### src/mrdo_video_pkg.sv
`default_nettype none

package mrdo_video_pkg;

    typedef logic [15:0] dl_addr_t;
    typedef logic [7:0]  byte_t;
    typedef logic [9:0]  map_addr_t;
    typedef logic [11:0] bitmap_addr_t;
    typedef logic [4:0]  pal_addr_t;
    typedef logic [1:0]  pix_t;
    typedef logic [3:0]  chan_t;
    typedef logic [7:0]  coord_t;

    typedef enum logic {
        LAYER_BG = 1'b0,
        LAYER_FG = 1'b1
    } layer_e;

    // position within an 8 pixel tile group
    typedef enum logic [1:0] {
        FETCH_IDLE,
        FETCH_MAP,
        FETCH_BITMAP,
        FETCH_LOAD
    } fetch_state_e;

    // download address map
    localparam dl_addr_t MAP_BASE    = 16'h0000;
    localparam dl_addr_t PLANE_BASE  = 16'h8000;
    localparam dl_addr_t PAL_HI_BASE = 16'hE000;
    localparam dl_addr_t PAL_LO_BASE = 16'hE020;
    localparam dl_addr_t SCROLL_BASE = 16'hF000;

    // playfield geometry fixed by the board
    localparam int LINE_W   = 256;
    localparam int MAP_COLS = 32;

    // pixel enables from raster counter to the colour outputs
    localparam int PIXEL_LEAD = 2;

    // resistor ladder levels, shared by all three guns
    localparam byte_t COLOR_RAMP [16] = '{
        8'd0,   8'd0,   8'd0,   8'd88,
        8'd0,   8'd112, 8'd133, 8'd192,
        8'd60,  8'd150, 8'd166, 8'd212,
        8'd180, 8'd221, 8'd229, 8'd255
    };

endpackage

`default_nettype wire

### src/download_decode.sv
`timescale 1ns/10ps
`default_nettype none

module download_decode import mrdo_video_pkg::*; (
    input  wire             clk_20M,
    input  wire             reset,
    input  wire dl_addr_t   dl_addr_i,
    input  wire byte_t      dl_data_i,
    input  wire             dl_we_i,
    output logic [1:0]      map_we_o,
    output logic [1:0][1:0] plane_we_o,
    output logic [1:0]      scroll_we_o,
    output logic            pal_hi_we_o,
    output logic            pal_lo_we_o,
    output logic [11:0]     wr_addr_o,
    output byte_t           wr_data_o
);

    layer_e map_layer;
    layer_e plane_layer;
    layer_e scroll_layer;

    // bit 11 picks the map layer and bit 13 the plane layer
    assign map_layer    = layer_e'(dl_addr_i[11]);
    assign plane_layer  = layer_e'(dl_addr_i[13]);
    assign scroll_layer = layer_e'(dl_addr_i[0]);

    always_ff @(posedge clk_20M) begin
        if (reset) begin
            map_we_o    <= '0;
            plane_we_o  <= '0;
            scroll_we_o <= '0;
            pal_hi_we_o <= 1'b0;
            pal_lo_we_o <= 1'b0;
        end else begin
            map_we_o    <= '0;
            plane_we_o  <= '0;
            scroll_we_o <= '0;
            pal_hi_we_o <= 1'b0;
            pal_lo_we_o <= 1'b0;
            if (dl_we_i) begin
                if (dl_addr_i[15:12] == MAP_BASE[15:12]) begin
                    map_we_o[map_layer] <= 1'b1;
                end else if (dl_addr_i[15:14] == PLANE_BASE[15:14]) begin
                    plane_we_o[plane_layer][dl_addr_i[12]] <= 1'b1;
                end else if (dl_addr_i[15:5] == PAL_HI_BASE[15:5]) begin
                    pal_hi_we_o <= 1'b1;
                end else if (dl_addr_i[15:5] == PAL_LO_BASE[15:5]) begin
                    pal_lo_we_o <= 1'b1;
                end else if (dl_addr_i[15:1] == SCROLL_BASE[15:1]) begin
                    scroll_we_o[scroll_layer] <= 1'b1;
                end
            end
        end
    end

    // offset and data follow the strobes by the same cycle
    always_ff @(posedge clk_20M) begin
        wr_addr_o <= dl_addr_i[11:0];
        wr_data_o <= dl_data_i;
    end

    a_one_strobe: assert property (@(posedge clk_20M) disable iff (reset)
        $onehot0({map_we_o, plane_we_o, scroll_we_o, pal_hi_we_o, pal_lo_we_o}));

endmodule

`default_nettype wire

### config.mk
export PLATFORM = sky130hd
export DESIGN_NAME = download_decode
export DESIGN_NICKNAME = d
export VERILOG_FILES = /design/src/mrdo_video_pkg.sv /design/src/download_decode.sv
export SDC_FILE = /design/constraint.sdc
export NUM_CORES = 1
export LEC_CHECK = 0
export ABC_AREA = 1
export ABC_CLOCK_PERIOD_IN_PS = 2000
export BUFFER_PORTS_ARGS = -buffer_cell sky130_fd_sc_hd__buf_4
export CORE_MARGIN = 1.5
export CORE_UTILIZATION = 41
export CTS_CLUSTER_DIAMETER = 80
export DETAILED_ROUTE_END_ITERATION = 16
export GPL_ROUTABILITY_DRIVEN = 0
export MAX_ROUTING_LAYER = met4
export PLACE_DENSITY = 0.84
export SLEW_MARGIN = 20
export SYNTH_ARGS = -nofsm -noshare
export SYNTH_HDL_FRONTEND = slang
export SYNTH_SLANG_ARGS = --single-unit
### constraint.sdc
create_clock -name clk_20M -period 2 [get_ports clk_20M]
set_clock_uncertainty 0.2 [all_clocks]
set_input_delay 0.4 -clock clk_20M [delete_from_list [all_inputs] [get_ports clk_20M]]
set_output_delay 0.4 -clock clk_20M [all_outputs]
set_load 0.05 [all_outputs]
==> summary.txt <==
GRT
  – Number of global-route vias before repair: 868
  – Overall Global Routing Usage: 0.3271
  – First-pass GRT wire length: 4305 µm
  – Total gr overflow: 0
  – Largest net degree at the start of global routing: 10
  – Antenna violations before repair: 0

Layout
  – N_diodes: 0
  – Nets: 185
  – Register area: 600.6 µm²
  – Layout area overhead: 90.97%
  – FILL cells: 77
  – Multi-input logic area: 153.9 µm²
  – Layout cells sized above 1: 0.4214

Pwr
  – Share of total power in combinational logic: 0.170
  – Sw Share: 0.2762
  – Leak pwr: 0.7646 nW
  – Cell-internal power: 0.0009519 W
  – Clock power frac: 0.352
  – Flop pwr share: 0.478
  – Psw: 0.0003633 W
  – Peak supply drop: 0.7428 mV
  – Pwr per Cell Area: 857.4 nW/µm²

Route
  – Routed len/inst: 18.48 µm
  – Residual DRC: 0
  – Initial DRC count: 43
  – Final WL: 3401 µm
  – Drt via density: 4.957
  – Detailed Routing Iterations Pass 1: 4
  – Post-route ant nets: 0
  – Vias: 912

Floorplan
  – Num rows: 15
  – Die Wd: 47.26 µm
  – Die area: 2234 µm²
  – Chip height: 47.26 µm
  – Initial Utilization: 0.4505
  – Ports: 57
  – Core area: 1783 µm²

Clock network
  – # Post-CTS Setup Buffers: 0
  – Clock buffer depth: 2
  – Resized Gates After CTS: 0
  – CTS Root Cell: clkbuf_4
  – H-tree depth: 2
  – TritonCTS Sinks: 30
  – Reg clk slew, reported paths: 0.09 ns
  – Num CTS Buffers: 5
  – CTS tree: done

Synthesis
  – Synth Register Bits: 30
  – Compound-Gate Fraction of Synth Area: 0
  – Distinct cell type count after synthesis: 10
  – Syn_nets: 102
  – Post-synthesis mux area share: 0
  – Synthesized instance count: 75
  – XOR/XNOR Fraction of Synth Area: 0
  – Ys Warns: 0
  – Synth Area in Adders: 0
  – Synth Cell Area: 803.3 µm²
  – Syn_area_per_cell: 10.71 µm²
  – Seq/Total Area, Yosys: 0.7477
  – Largest family of logic cells by synthesized area: simple AND/OR/NAND/NOR gates
  – Simple-gate share of the synthesized area: 0.1916

Setup path
  – Critical Path Source Type: primary input
  – Worst path cell trace: dlygate4sd3_1, buf_4, inv_1, nand2_1, nor2_1, nand3_1, nor3_1
  – WP data required: 2.04 ns
  – Worst Path Max Fanout: 2
  – Setup crit end kind: flip-flop
  – CP arrival: 1.75 ns
  – CP peak stage delay: 0.56 ns
  – Slowest cell on crit path: dlygate4sd3_1
  – Worst Path Class, Setup: in -> reg

Timing
  – Final slew viol count: 0
  – # setup viols final: 0
  – Fmax: 583.4 MHz
  – Min Hold Slack: 0.06399 ns
  – Final Hold Viols: 0
  – Worst-Margin Slew: 0.3182 ns
  – Worst slew margin: 0.7862
  – Final Critical Period: 1.714 ns
  – Final setup margin: 0.2859 ns
  – Final worst path period share: 0.8570
  – RSZ-0062 raised after global routing: false
  – Setup TNS Final: 0 ns

Place
  – Post-detail-place hpwl: 1576 µm
  – DP Worst Slack: 0.6029 ns
  – Port bufs: 56

Run
  – Max cap viols: 0

Worst hold path
  – Min-Delay Path Class: in -> reg

Run status
  – Status: finished, final reports clean
[area by class of cell]
type,instances,share of cell area
timing repair buffer,76,0.4046
multi-input combinational,32,0.1003
sequential,30,0.3915
inverter,13,0.03181
clock buffer,8,0.05139
tap,25,0.02039
[registers in the layout (all words and copies together) (netlist names)]
register     cells
map_we_o         2
pal_hi_we_o      1
pal_lo_we_o      1
plane_we_o       4
scroll_we_o      2
wr_addr_o       12
wr_data_o        8
[metrics by stage]
stage	util	total power [W]	instance area, µm²	instances
4_1_cts	0.8547	0.001283	1524	183
6_report	0.8604	0.001315	1534	184
2_1_floorplan	-	0.0007359	803.3	75
5_1_grt	0.8604	0.001353	1534	184
3_5_place_dp	0.7039	0.0008204	1255	156
3_3_place_gp	0.7039	0.0008163	1255	156
[synth_stat cells]
cell type,count,share of area
nor2_1,10,0.047
nand3_1,4,0.025
nand2_1,7,0.033
nand3b_1,1,0.0093
nor3_1,7,0.044
inv_1,13,0.061
nor2_4,1,0.014
nand3_2,1,0.012
nand2_2,1,0.0078
dfxtp_1,30,0.75
[worst max-delay path, delay by kind of cell]
kind	cells	cell delay [ns]
simple gates	4	0.59
buf+inv	3	0.76
[per-layer routing]
layer | track usage | share of wire
met5 | - | 0
met4 | 0.1722 | 0.043
met2 | 0.5378 | 0.48
met1 | 0.2957 | 0.34
met3 | 0.1846 | 0.13
[placed cells by master, fill, tap and decap left out]
cell           synthesis  layout
nand2_2                1       1
nand3b_1               1       1
nor2_4                 1       1
dlygate4sd3_1          0      20
nand3_2                1       1
inv_1                 13      13
nor2_1                10      10
nor3_1                 7       7
buf_4                  0      56
dfxtp_1               30      30
clkbuf_4               0       5
nand3_1                4       4
nand2_1                7       7
clkbuf_8               0       3
[what timing repair did]
item,in CTS,in global routing
setup endpoints to repair,0,0
endpoints found under the hold margin,19,1
hold buffers,19,1
[power by group through the flow]
| stage | sequential [W] | clock [W] | combinational, W |
|---|---|---|---|
| floorplan | 0.000719 | 0 | 0.0000168 |
| global placement | 0.000639 | 0 | 0.000177 |
| detailed placement | 0.000640 | 0 | 0.000181 |
| CTS | 0.000626 | 0.000443 | 0.000213 |
| global route | 0.000630 | 0.000492 | 0.000231 |
| finish | 0.000629 | 0.000463 | 0.000224 |
[logic make-up after synthesis]
group,count (synthesis)
DFF,30
and+or+nand+nor,32
buffers and inverters,13
[path summary, 6_finish.rpt]
kind,from,to,slack (ns),cells past startpoint
min,dl_addr_i[13],plane_we_o[1],0.06,2
max,dl_addr_i[4],scroll_we_o[0],0.29,7
(Power assumes the default switching activity.)
