[config.mk]
export PLATFORM = sky130hd
export DESIGN_NAME = video_timing
export DESIGN_NICKNAME = d
export VERILOG_FILES = /design/src/mrdo_video_pkg.sv /design/src/video_timing.sv
export SDC_FILE = /design/constraint.sdc
export NUM_CORES = 1
export LEC_CHECK = 0
export ABC_CLOCK_PERIOD_IN_PS = 3900
export BUFFER_PORTS_ARGS = -buffer_cell sky130_fd_sc_hd__buf_2
export CORE_UTILIZATION = 55
export CTS_BUF_LIST = sky130_fd_sc_hd__clkbuf_8 sky130_fd_sc_hd__clkbuf_16
export DETAILED_ROUTE_END_ITERATION = 16
export PLACE_DENSITY_LB_ADDON = 0.1
export SLEW_MARGIN = 20
export SYNTH_ARGS = -nofsm -noshare
export SYNTH_HDL_FRONTEND = slang
export SYNTH_SLANG_ARGS = --single-unit
[constraint.sdc]
create_clock -name clk_20M -period 3.9 [get_ports clk_20M]
set_clock_uncertainty 0.1 [all_clocks]
set_input_delay 0.78 -clock clk_20M [delete_from_list [all_inputs] [get_ports clk_20M]]
set_output_delay 0.78 -clock clk_20M [all_outputs]
set_load 0.005 [all_outputs]
[src/mrdo_video_pkg.sv]
`default_nettype none

package mrdo_video_pkg;

    typedef logic [15:0] dl_addr_t;
    typedef logic [7:0]  byte_t;
    typedef logic [9:0]  map_addr_t;
    typedef logic [11:0] bitmap_addr_t;
    typedef logic [4:0]  pal_addr_t;
    typedef logic [1:0]  pix_t;
    typedef logic [3:0]  chan_t;
    typedef logic [7:0]  coord_t;

    typedef enum logic {
        LAYER_BG = 1'b0,
        LAYER_FG = 1'b1
    } layer_e;

    // position within an 8 pixel tile group
    typedef enum logic [1:0] {
        FETCH_IDLE,
        FETCH_MAP,
        FETCH_BITMAP,
        FETCH_LOAD
    } fetch_state_e;

    // download address map
    localparam dl_addr_t MAP_BASE    = 16'h0000;
    localparam dl_addr_t PLANE_BASE  = 16'h8000;
    localparam dl_addr_t PAL_HI_BASE = 16'hE000;
    localparam dl_addr_t PAL_LO_BASE = 16'hE020;
    localparam dl_addr_t SCROLL_BASE = 16'hF000;

    // playfield geometry fixed by the board
    localparam int LINE_W   = 256;
    localparam int MAP_COLS = 32;

    // pixel enables from raster counter to the colour outputs
    localparam int PIXEL_LEAD = 2;

    // resistor ladder levels, shared by all three guns
    localparam byte_t COLOR_RAMP [16] = '{
        8'd0,   8'd0,   8'd0,   8'd88,
        8'd0,   8'd112, 8'd133, 8'd192,
        8'd60,  8'd150, 8'd166, 8'd212,
        8'd180, 8'd221, 8'd229, 8'd255
    };

endpackage

`default_nettype wire

[src/video_timing.sv]
`timescale 1ns/10ps
`default_nettype none

module video_timing import mrdo_video_pkg::*; #(
    parameter int H_TOTAL   = 320,
    parameter int H_VISIBLE = 256,
    parameter int V_TOTAL   = 262,
    parameter int V_VISIBLE = 192
) (
    input  wire     clk_20M,
    input  wire     reset,
    output logic    pix_ce_o,
    output coord_t  h_o,
    output coord_t  v_o,
    output logic    hbl_o,
    output logic    vbl_o,
    output logic    hsync_o,
    output logic    vsync_o
);

    localparam int HC_W = $clog2(H_TOTAL);
    localparam int VC_W = $clog2(V_TOTAL);

    // blanking comes first in each line, then the 256 playfield pixels
    localparam int H_OFS    = H_TOTAL - LINE_W;
    localparam int HS_START = 16;
    localparam int HS_WIDTH = 24;
    localparam int VS_START = V_VISIBLE + 2;
    localparam int VS_WIDTH = 3;

    localparam logic [HC_W-1:0] H_LAST    = HC_W'(H_TOTAL - 1);
    localparam logic [HC_W-1:0] H_VIS_ON  = HC_W'(H_OFS);
    localparam logic [HC_W-1:0] H_VIS_OFF = HC_W'(H_OFS + H_VISIBLE);
    // sync lines up with the output pixels, less one for its own register
    localparam logic [HC_W-1:0] HS_ON     = HC_W'(HS_START + PIXEL_LEAD - 1);
    localparam logic [HC_W-1:0] HS_OFF    = HC_W'(HS_START + HS_WIDTH + PIXEL_LEAD - 1);
    localparam logic [VC_W-1:0] V_LAST    = VC_W'(V_TOTAL - 1);
    localparam logic [VC_W-1:0] V_VIS     = VC_W'(V_VISIBLE);
    localparam logic [VC_W-1:0] VS_ON     = VC_W'(VS_START);
    localparam logic [VC_W-1:0] VS_OFF    = VC_W'(VS_START + VS_WIDTH);

    logic [1:0]      ce_div;
    logic [HC_W-1:0] hc;
    logic [VC_W-1:0] vc;

    // 20 MHz / 4 = 5 MHz pixel rate
    always_ff @(posedge clk_20M) begin
        if (reset) begin
            ce_div   <= '0;
            pix_ce_o <= 1'b0;
        end else begin
            ce_div   <= ce_div + 2'd1;
            pix_ce_o <= (ce_div == 2'd3);
        end
    end

    always_ff @(posedge clk_20M) begin
        if (reset) begin
            hc      <= '0;
            vc      <= '0;
            hsync_o <= 1'b0;
            vsync_o <= 1'b0;
        end else if (pix_ce_o) begin
            if (hc == H_LAST) begin
                hc <= '0;
                vc <= (vc == V_LAST) ? '0 : vc + 1'b1;
            end else begin
                hc <= hc + 1'b1;
            end
            hsync_o <= (hc >= HS_ON) && (hc < HS_OFF);
            vsync_o <= (vc >= VS_ON) && (vc < VS_OFF);
        end
    end

    // playfield column wraps to 0 where the visible part starts
    assign h_o   = coord_t'(hc - H_VIS_ON);
    assign v_o   = coord_t'(vc);
    assign hbl_o = !((hc >= H_VIS_ON) && (hc < H_VIS_OFF));
    assign vbl_o = (vc >= V_VIS);

    a_hc_range: assert property (@(posedge clk_20M) disable iff (reset)
        hc < HC_W'(H_TOTAL));

endmodule

`default_nettype wire

==> flow_summary.ini <==
[synth]
yosys_warnings = 0
synthTopCellsByArea = dfxtp_1 (34%), ha_1 (9.2%), buf_4 (7.7%), xnor2_1 (7.1%), nor3_1 (4.4%)
synthArstFlopShare = 0
synth_ff_type = dfxtp_1
ys_seq_area_frac = 0.337
ys_types = 35
synth_top_area_cell = dfxtp_1
synthMostInstantiatedCell = dfxtp_1
synth_edf_count = 0
syn_nets = 170
syn-instance-count = 158
synth_top_area_share = 0.337
ys_seq_elements = 23
synthTopCellsByCount = dfxtp_1 (23), buf_4 (14), nor3_1 (12), nor2_1 (11), xnor2_1 (11)
avgSynthCellArea_sq_um = 8.65
synth_area_sq_mm = 0.00137

[timing]
fin_crit_ns = 2.32
worstMarginPinSlew_ns = 0.542
period_share = 0.596
hold_ws_ns = 0.321
rsz0062_at_grt = false
max_clock_freq_mhz = 430
finalMaxSlewViolations = 0
setup_viol = 0
finalSetupTns_ns = 0
hold_violations = 0
slew_headroom = 0.638

[final_layout]
num-nets-final = 176
syn_to_final_growth_pct = 3.48
utilization = 0.621
design_area_sq_mm = 0.00141
final_layout_size_suffix_gt1_frac = 0.221
n_antenna_cell = 0

[clocking]
htree_levels = 1
clkTransAtPathRegs_ns = 0.08
cts_setup_buffers = 0
clock_latency_ns = 0.26
cts_tree = built
cts-buffers-inserted = 3
post_cts_resized = 0
cts.sinks = 23
ctsHoldBuffers = 0
root_buffer = clkbuf_8
clockBufferDepth = 2

[placed_design]
dp_hpwl_um = 1780
placed_area_sq_mm = 0.00137
port_buffers = 22
gp_congestion = 0.832

[pwr]
powerDensity_mw_per_mm2 = 281
peakVddDrop_v = 0.000223
leakagePower_nw = 0.532

[die]
core_sq_mm = 0.00228
die_y_um = 51.8
fp-row-count = 17
start_util = 0.600
ios = 23
die_w_um = 51.8
die-area_sq_mm = 0.00269

[global_routing]
grt_pass1_wl_um = 4130
grt_pass1_vias = 911
overflow = 0
grt_antenna_before_repair = 0
grt_usage = 0.207
grt_max_degree = 20

[route]
dr.pass1.iters = 4
via_per_inst = 5.55
drtIter0Drc = 18
drc = 0
vias = 1060
routedWlPerCell_um = 12.4
totalWireLength_um = 2370
ant_nets = 0

[worst_setup_path]
critPathRequiredTime_ns = 3.02
arrival_ns = 1.44
rr_worst_depth = 6
crit_start = hc[0]
crit_path_start_kind = flop
worstSetupPathType = flop to output port
worstReg2RegStart = hc[6]
end_kind = output port
cp_max_fo = 7

[job]
maxCapViolCount = 0

[run_status]
outcome = complete, no violations

[min_path]
holdPathStages = 1
hp-class = flop to flop
min_from = ce_div[0]
-- worst max-delay path, stage by stage (launching register included) --
cell     delay [ns]
dfxtp_1        0.46
inv_1          0.09
ha_1           0.21
nand3_1        0.07
nand3_1        0.07
o21ai_0        0.13
buf_2          0.13
-- registers in the layout, indices dropped and copies added, names as in the netlist --
name and flops:
hc 9, hsync_o 1, vsync_o 1, ce_div 2, vc 9, pix_ce_o 1
-- layout make-up --
type	count	area, sq um
tap	28	35.0
sequential	23	460
clock buffer	3	41.3
clock inverter	1	5.00
timing repair buffer	22	110
inverter	9	33.8
fill	206	862
multi-input combinational	105	728
-- power by group --
part	leakage [nW]	internal [mW]	total (mW)	switching, mW
Sequential	0.186	0.237	0.239	0.00223
Combinational	0.321	0.00451	0.0106	0.00609
Clock	0.0255	0.0713	0.147	0.0754
-- worst paths after layout --
check / end / slack (ns)
worst min-delay path: ce_div[0] / 0.32
worst max-delay path: hbl_o / 1.58
worst max register to register: vc[8] / 1.69
worst min register to register: ce_div[0] / 0.32
-- stage by stage --
| stage | power [mW] | instances | setup slack, ns |
|---|---|---|---|
| floorplan | 0.253 | 158 | 2.07 |
| global placement | 0.255 | 187 | 1.83 |
| detailed placement | 0.256 | 187 | 1.70 |
| CTS | 0.403 | 191 | 1.58 |
| global route | 0.411 | 191 | 1.48 |
| finish | 0.397 | 191 | 1.58 |
-- cells in the final DEF, fill, tap and decap left out, types with 2 or more instances in the layout --
cell type / synthesis / final
nor2_1: 11 / 11
o21ai_0: 3 / 3
nor4_2: 4 / 4
a21oi_1: 7 / 7
ha_1: 10 / 10
xnor2_1: 11 / 11
nand2b_1: 5 / 5
o211ai_1: 2 / 2
nand2_1: 7 / 7
xor2_1: 3 / 3
inv_1: 9 / 9
nor3_1: 12 / 12
nor2b_1: 3 / 3
clkbuf_8: 0 / 3
dfxtp_1: 23 / 23
nand4_1: 4 / 4
buf_2: 4 / 22
nand3_1: 9 / 9
-- cells by family (layout without fill, tap and decap cells) --
group                    count (synthesis)  after routing  synth area share
AND/OR/NAND/NOR                         66             66             0.285
flip-flops                              23             23             0.337
AO/OA/AOI/OAI                           15             15            0.0668
buffers and inverters                   30             35             0.130
adder cells (fa/ha/maj)                 10             10            0.0916
XOR/XNOR                                14             14            0.0897
-- layer usage --
| layer | wire, um | GRT usage | vias up | share of wire |
|---|---|---|---|---|
| met1 | 1210 | 0.286 | 504 | 0.51 |
| met4 | 20 | 0.0811 | 0 | 0.0084 |
| met3 | 76 | 0.0263 | 4 | 0.032 |
| met2 | 1070 | 0.325 | 20 | 0.45 |
| met5 | 0 | 0 | - | 0 |
| li1 | - | - | 532 | - |
(Power assumes the default switching activity.)
