`config.mk`:
```
export PLATFORM = sky130hd
export DESIGN_NAME = pixel_mixer
export DESIGN_NICKNAME = d
export VERILOG_FILES = /design/src/mrdo_video_pkg.sv /design/src/sync_dpram.sv /design/src/pixel_mixer.sv
export SDC_FILE = /design/constraint.sdc
export NUM_CORES = 1
export LEC_CHECK = 0
export BUFFER_PORTS_ARGS = -buffer_cell sky130_fd_sc_hd__buf_2
export CAP_MARGIN = 25
export CORE_MARGIN = 4
export CORE_UTILIZATION = 65
export CTS_BUF_LIST = sky130_fd_sc_hd__clkbuf_4 sky130_fd_sc_hd__clkbuf_8
export CTS_CLUSTER_SIZE = 20
export DETAILED_ROUTE_END_ITERATION = 10
export PLACE_DENSITY = 0.82
export SKIP_LAST_GASP = 1
export SLEW_MARGIN = 0
export SYNTH_ARGS = -nofsm -noshare
export SYNTH_HDL_FRONTEND = slang
export SYNTH_HIERARCHICAL = 1
export SYNTH_SLANG_ARGS = --single-unit
```
`constraint.sdc`:
```
create_clock -name clk_20M -period 2.5 [get_ports clk_20M]
set_input_delay 0.75 -clock clk_20M [delete_from_list [all_inputs] [get_ports clk_20M]]
set_output_delay 0.75 -clock clk_20M [all_outputs]
set_load 0.05 [all_outputs]
```
`src/mrdo_video_pkg.sv`:
```
`default_nettype none

package mrdo_video_pkg;

    typedef logic [15:0] dl_addr_t;
    typedef logic [7:0]  byte_t;
    typedef logic [9:0]  map_addr_t;
    typedef logic [11:0] bitmap_addr_t;
    typedef logic [4:0]  pal_addr_t;
    typedef logic [1:0]  pix_t;
    typedef logic [3:0]  chan_t;
    typedef logic [7:0]  coord_t;

    typedef enum logic {
        LAYER_BG = 1'b0,
        LAYER_FG = 1'b1
    } layer_e;

    // position within an 8 pixel tile group
    typedef enum logic [1:0] {
        FETCH_IDLE,
        FETCH_MAP,
        FETCH_BITMAP,
        FETCH_LOAD
    } fetch_state_e;

    // download address map
    localparam dl_addr_t MAP_BASE    = 16'h0000;
    localparam dl_addr_t PLANE_BASE  = 16'h8000;
    localparam dl_addr_t PAL_HI_BASE = 16'hE000;
    localparam dl_addr_t PAL_LO_BASE = 16'hE020;
    localparam dl_addr_t SCROLL_BASE = 16'hF000;

    // playfield geometry fixed by the board
    localparam int LINE_W   = 256;
    localparam int MAP_COLS = 32;

    // pixel enables from raster counter to the colour outputs
    localparam int PIXEL_LEAD = 2;

    // resistor ladder levels, shared by all three guns
    localparam byte_t COLOR_RAMP [16] = '{
        8'd0,   8'd0,   8'd0,   8'd88,
        8'd0,   8'd112, 8'd133, 8'd192,
        8'd60,  8'd150, 8'd166, 8'd212,
        8'd180, 8'd221, 8'd229, 8'd255
    };

endpackage

`default_nettype wire

```
`src/sync_dpram.sv`:
```
`timescale 1ns/10ps
`default_nettype none

module sync_dpram #(
    parameter int ADDR_W = 10,
    parameter int DATA_W = 8
) (
    input  wire                clk_20M,
    input  wire                we_i,
    input  wire [ADDR_W-1:0]   waddr_i,
    input  wire [DATA_W-1:0]   wdata_i,
    input  wire [ADDR_W-1:0]   raddr_i,
    output logic [DATA_W-1:0]  rdata_o
);

    // block rams come up cleared on the fpga
    logic [DATA_W-1:0] mem [2**ADDR_W] = '{default: '0};

    always_ff @(posedge clk_20M) begin
        if (we_i) begin
            mem[waddr_i] <= wdata_i;
        end
        // read port always registered
        rdata_o <= mem[raddr_i];
    end

endmodule

`default_nettype wire

```
`src/pixel_mixer.sv`:
```
`timescale 1ns/10ps
`default_nettype none

module pixel_mixer import mrdo_video_pkg::*; (
    input  wire          clk_20M,
    input  wire          reset,
    input  wire          pix_ce_i,
    input  wire          hbl_i,
    input  wire          vbl_i,
    input  wire pix_t    bg_pix_i,
    input  wire byte_t   bg_attr_i,
    input  wire pix_t    fg_pix_i,
    input  wire byte_t   fg_attr_i,
    input  wire          pal_hi_we_i,
    input  wire          pal_lo_we_i,
    input  wire [11:0]   wr_addr_i,
    input  wire byte_t   wr_data_i,
    output chan_t        red_o,
    output chan_t        green_o,
    output chan_t        blue_o,
    output logic         hblank_o,
    output logic         vblank_o
);

    logic                  use_fg;
    logic                  use_bg;
    byte_t                 sel_attr;
    pix_t                  sel_pix;
    pal_addr_t             pal_hi_addr;
    pal_addr_t             pal_lo_addr;
    byte_t                 pal_hi_data;
    byte_t                 pal_lo_data;
    logic                  draw;
    logic [PIXEL_LEAD-1:0] hbl_pipe;
    logic [PIXEL_LEAD-1:0] vbl_pipe;
    logic                  out_blank;

    // two bits from each prom select one of 16 ladder levels
    function automatic chan_t ramp_level(input byte_t hi, input byte_t lo, input int c);
        byte_t level;
        level = COLOR_RAMP[{hi[2*c +: 2], lo[2*c +: 2]}];
        return level[7:4];
    endfunction

    // attr bit 6 forces the tile opaque
    assign use_fg = (fg_pix_i != 2'b00) || fg_attr_i[6];
    assign use_bg = (bg_pix_i != 2'b00) || bg_attr_i[6];

    always_comb begin
        if (use_fg) begin
            sel_attr = fg_attr_i;
            sel_pix  = fg_pix_i;
        end else begin
            sel_attr = bg_attr_i;
            sel_pix  = bg_pix_i;
        end
    end

    always_ff @(posedge clk_20M) begin
        if (pix_ce_i) begin
            pal_hi_addr <= {sel_attr[2:0], sel_pix};
            pal_lo_addr <= {sel_attr[5:3], sel_pix};
        end
    end

    // blank state for the pixel now in the colour stage
    assign out_blank = hbl_pipe[PIXEL_LEAD-2] || vbl_pipe[PIXEL_LEAD-2];

    always_ff @(posedge clk_20M) begin
        if (reset) begin
            draw     <= 1'b0;
            hbl_pipe <= '1;
            vbl_pipe <= '1;
            red_o    <= '0;
            green_o  <= '0;
            blue_o   <= '0;
        end else if (pix_ce_i) begin
            draw        <= use_fg || use_bg;
            hbl_pipe[0] <= hbl_i;
            vbl_pipe[0] <= vbl_i;
            for (int i = 1; i < PIXEL_LEAD; i++) begin
                hbl_pipe[i] <= hbl_pipe[i-1];
                vbl_pipe[i] <= vbl_pipe[i-1];
            end
            if (draw && !out_blank) begin
                red_o   <= ramp_level(pal_hi_data, pal_lo_data, 0);
                green_o <= ramp_level(pal_hi_data, pal_lo_data, 1);
                blue_o  <= ramp_level(pal_hi_data, pal_lo_data, 2);
            end else begin
                red_o   <= '0;
                green_o <= '0;
                blue_o  <= '0;
            end
        end
    end

    assign hblank_o = hbl_pipe[PIXEL_LEAD-1];
    assign vblank_o = vbl_pipe[PIXEL_LEAD-1];

    sync_dpram #(.ADDR_W(5), .DATA_W(8)) pal_hi_inst (
        .clk_20M (clk_20M),
        .we_i    (pal_hi_we_i),
        .waddr_i (wr_addr_i[4:0]),
        .wdata_i (wr_data_i),
        .raddr_i (pal_hi_addr),
        .rdata_o (pal_hi_data)
    );

    sync_dpram #(.ADDR_W(5), .DATA_W(8)) pal_lo_inst (
        .clk_20M (clk_20M),
        .we_i    (pal_lo_we_i),
        .waddr_i (wr_addr_i[4:0]),
        .wdata_i (wr_data_i),
        .raddr_i (pal_lo_addr),
        .rdata_o (pal_lo_data)
    );

    a_black_in_blank: assert property (@(posedge clk_20M) disable iff (reset)
        (hblank_o || vblank_o) |-> (red_o == '0 && green_o == '0 && blue_o == '0));

endmodule

`default_nettype wire

```
==> metrics.cfg <==
[run_status]
status=complete, no violations

[setup_path]
path_cells=buf_12 > buf_12 > mux4_2 > mux4_2 > mux2_2
crit_slowest_cell=mux4_2
worstSetupEndpointType=flip-flop
path_buf_inv=2
worstSetupStartpointType=flip-flop
cp.required_ns=2.95
cp_top_family=multiplexers
path_class=reg2reg
critPathMaxStageDelay_ns=0.56
cp_max_fo=17
arrival_ns=2.82

[global_routing]
grt_pass1_vias=8745
grt_pass1_wl_mm=51.8
grt_max_degree=49
antenna_found_initial=1
gr-total-overflow=0
grt_usage=0.247

[floorplan]
die_width_um=167
die-area_um2=27900
io_pins=61
rows=57
die_y_um=167
core_area_um2=24600
start_util=0.667

[timing]
hold_viol=0
tightest_slew_ns=0.761
max-slew-margin-rel=0.493
max_freq_ghz=0.422
slew_viol_final=0
worst_hold_slack_ns=0.381
rsz0062_at_grt=false
tns_ns=0
fin_crit_ns=2.37
timing.final.ws_setup_ns=0.128
fin_worst_skew_ns=0.0255
finalSetupViolCount=0
period_share=0.949

[placement]
numPlacedInstances=1192
hpwlAfterDp_mm=21.9
routabilityCongestion=0.845
port_buffers=49
dp_slack_ns=0.161
place_area_um2=17700

[pwr]
p_total_mw=14.5
netSwitchingPower_mw=3.24
swShare=0.224
internal_power_mw=11.3
p_leak_nw=6.26
clockPowerShare=0.371
p_seq_frac=0.551
power_frac_comb=0.078
powerDensity_nw_per_um2=767
irDropWorstVdd_mv=0.445

[route]
drt-total-wl_mm=33.6
ant_nets=0
dr_total_vias=8395
avgViaCountPerCell=6.40
wire_per_inst_um=25.6
drt_pass1_iterations=5
drc_errors=0
drt-initial-drc-count=1110

[final_layout]
drive_gt1_frac=0.392
diodes=0
finish.utilization=0.768
layout_commonest_cell=edfxtp_1
fin_cells=1311
fillers=1185
finalInstanceArea_um2=18900
final_cell_mix=edfxtp_1 (392), mux4_2 (120), buf_4 (78), nor2_1 (72), clkbuf_8 (68)
final_nets=983
area_delta_synth_final_pct=15.0

[clocking]
cts_buffer_depth=3
clk_latency_ns=0.58
post_cts_buffers=0
cts_resized=0
cts_tree=done
postCtsHoldBufs=0
htreeDepth=3
path_clk_slew_ns=0.06
cts_made_buffers=66
clock-sinks=421
cts-root-buf=clkbuf_8

[hold_path]
min-delay-path-class=in2reg

[flow_run]
drv_cap=0

[yosys]
syn_nets=822
netlist_instances=775
synth_area_per_cell_um2=21.2
yosysWarnings=6
syn_area_um2=16400

==> worst reg2reg max path, delay by kind of cell, from the launching register on <==
kind	cells	cell delay [ns]
flip-flops	1	0.40
buffers and inverters	2	0.44
multiplexers	3	1.41
==> power by group through the flow <==
| stage | clock, mW | sequential [mW] | combinational, mW |
|---|---|---|---|
| global route | 5.88 | 7.99 | 1.21 |
| finish | 5.38 | 7.98 | 1.13 |
| detailed placement | 0 | 8.12 | 1.13 |
| floorplan | 0 | 8.06 | 0.731 |
| CTS | 5.47 | 7.98 | 1.13 |
| global placement | 0 | 8.11 | 1.08 |
==> flip-flops by register name, summed over array words and instances, names as in the netlist <==
register	count
pal_hi_inst/mem	192
pal_hi_addr	5
vbl_pipe	2
draw	1
green_o	4
pal_lo_addr	3
red_o	4
pal_hi_inst/rdata_o	6
pal_lo_inst/mem	192
pal_lo_inst/rdata_o	6
blue_o	4
hbl_pipe	2
==> routing by layer <==
metal  part of all wire  global-route usage  wire length [um]  up-vias
met5            0.00039                   0                13        -
met1               0.38               0.344             12700     4330
met2               0.51               0.396             17000      454
li1                   -                   -                 -     3547
met4              0.024              0.0811               817        2
met3              0.091              0.0628              3070       62
==> worst paths after layout <==
path                        from                     end  slack (ns)  cells after the start
hold reg to reg         red_o[3]                red_o[3]        0.46                      2
hold / removal             vbl_i             vbl_pipe[0]        0.38                      2
setup reg to reg  pal_hi_addr[0]  pal_lo_inst/rdata_o[4]        0.13                      5
setup / recovery  pal_hi_addr[0]  pal_lo_inst/rdata_o[4]        0.13                      5
==> final cells by class <==
| type | count | area [um2] | share of cell area |
|---|---|---|---|
| Clock inverter | 31 | 146 | 0.00775 |
| Clock buffer | 88 | 1090 | 0.0575 |
| Timing Repair Buffer | 139 | 1070 | 0.0567 |
| Multi-Input combinational cell | 304 | 3820 | 0.202 |
| Tap cell | 324 | 405 | 0.0215 |
| Sequential cell | 421 | 12400 | 0.654 |
| Inverter | 4 | 15.0 | 0.000795 |
No activity file was read; power rests on OpenSTA's default activity.
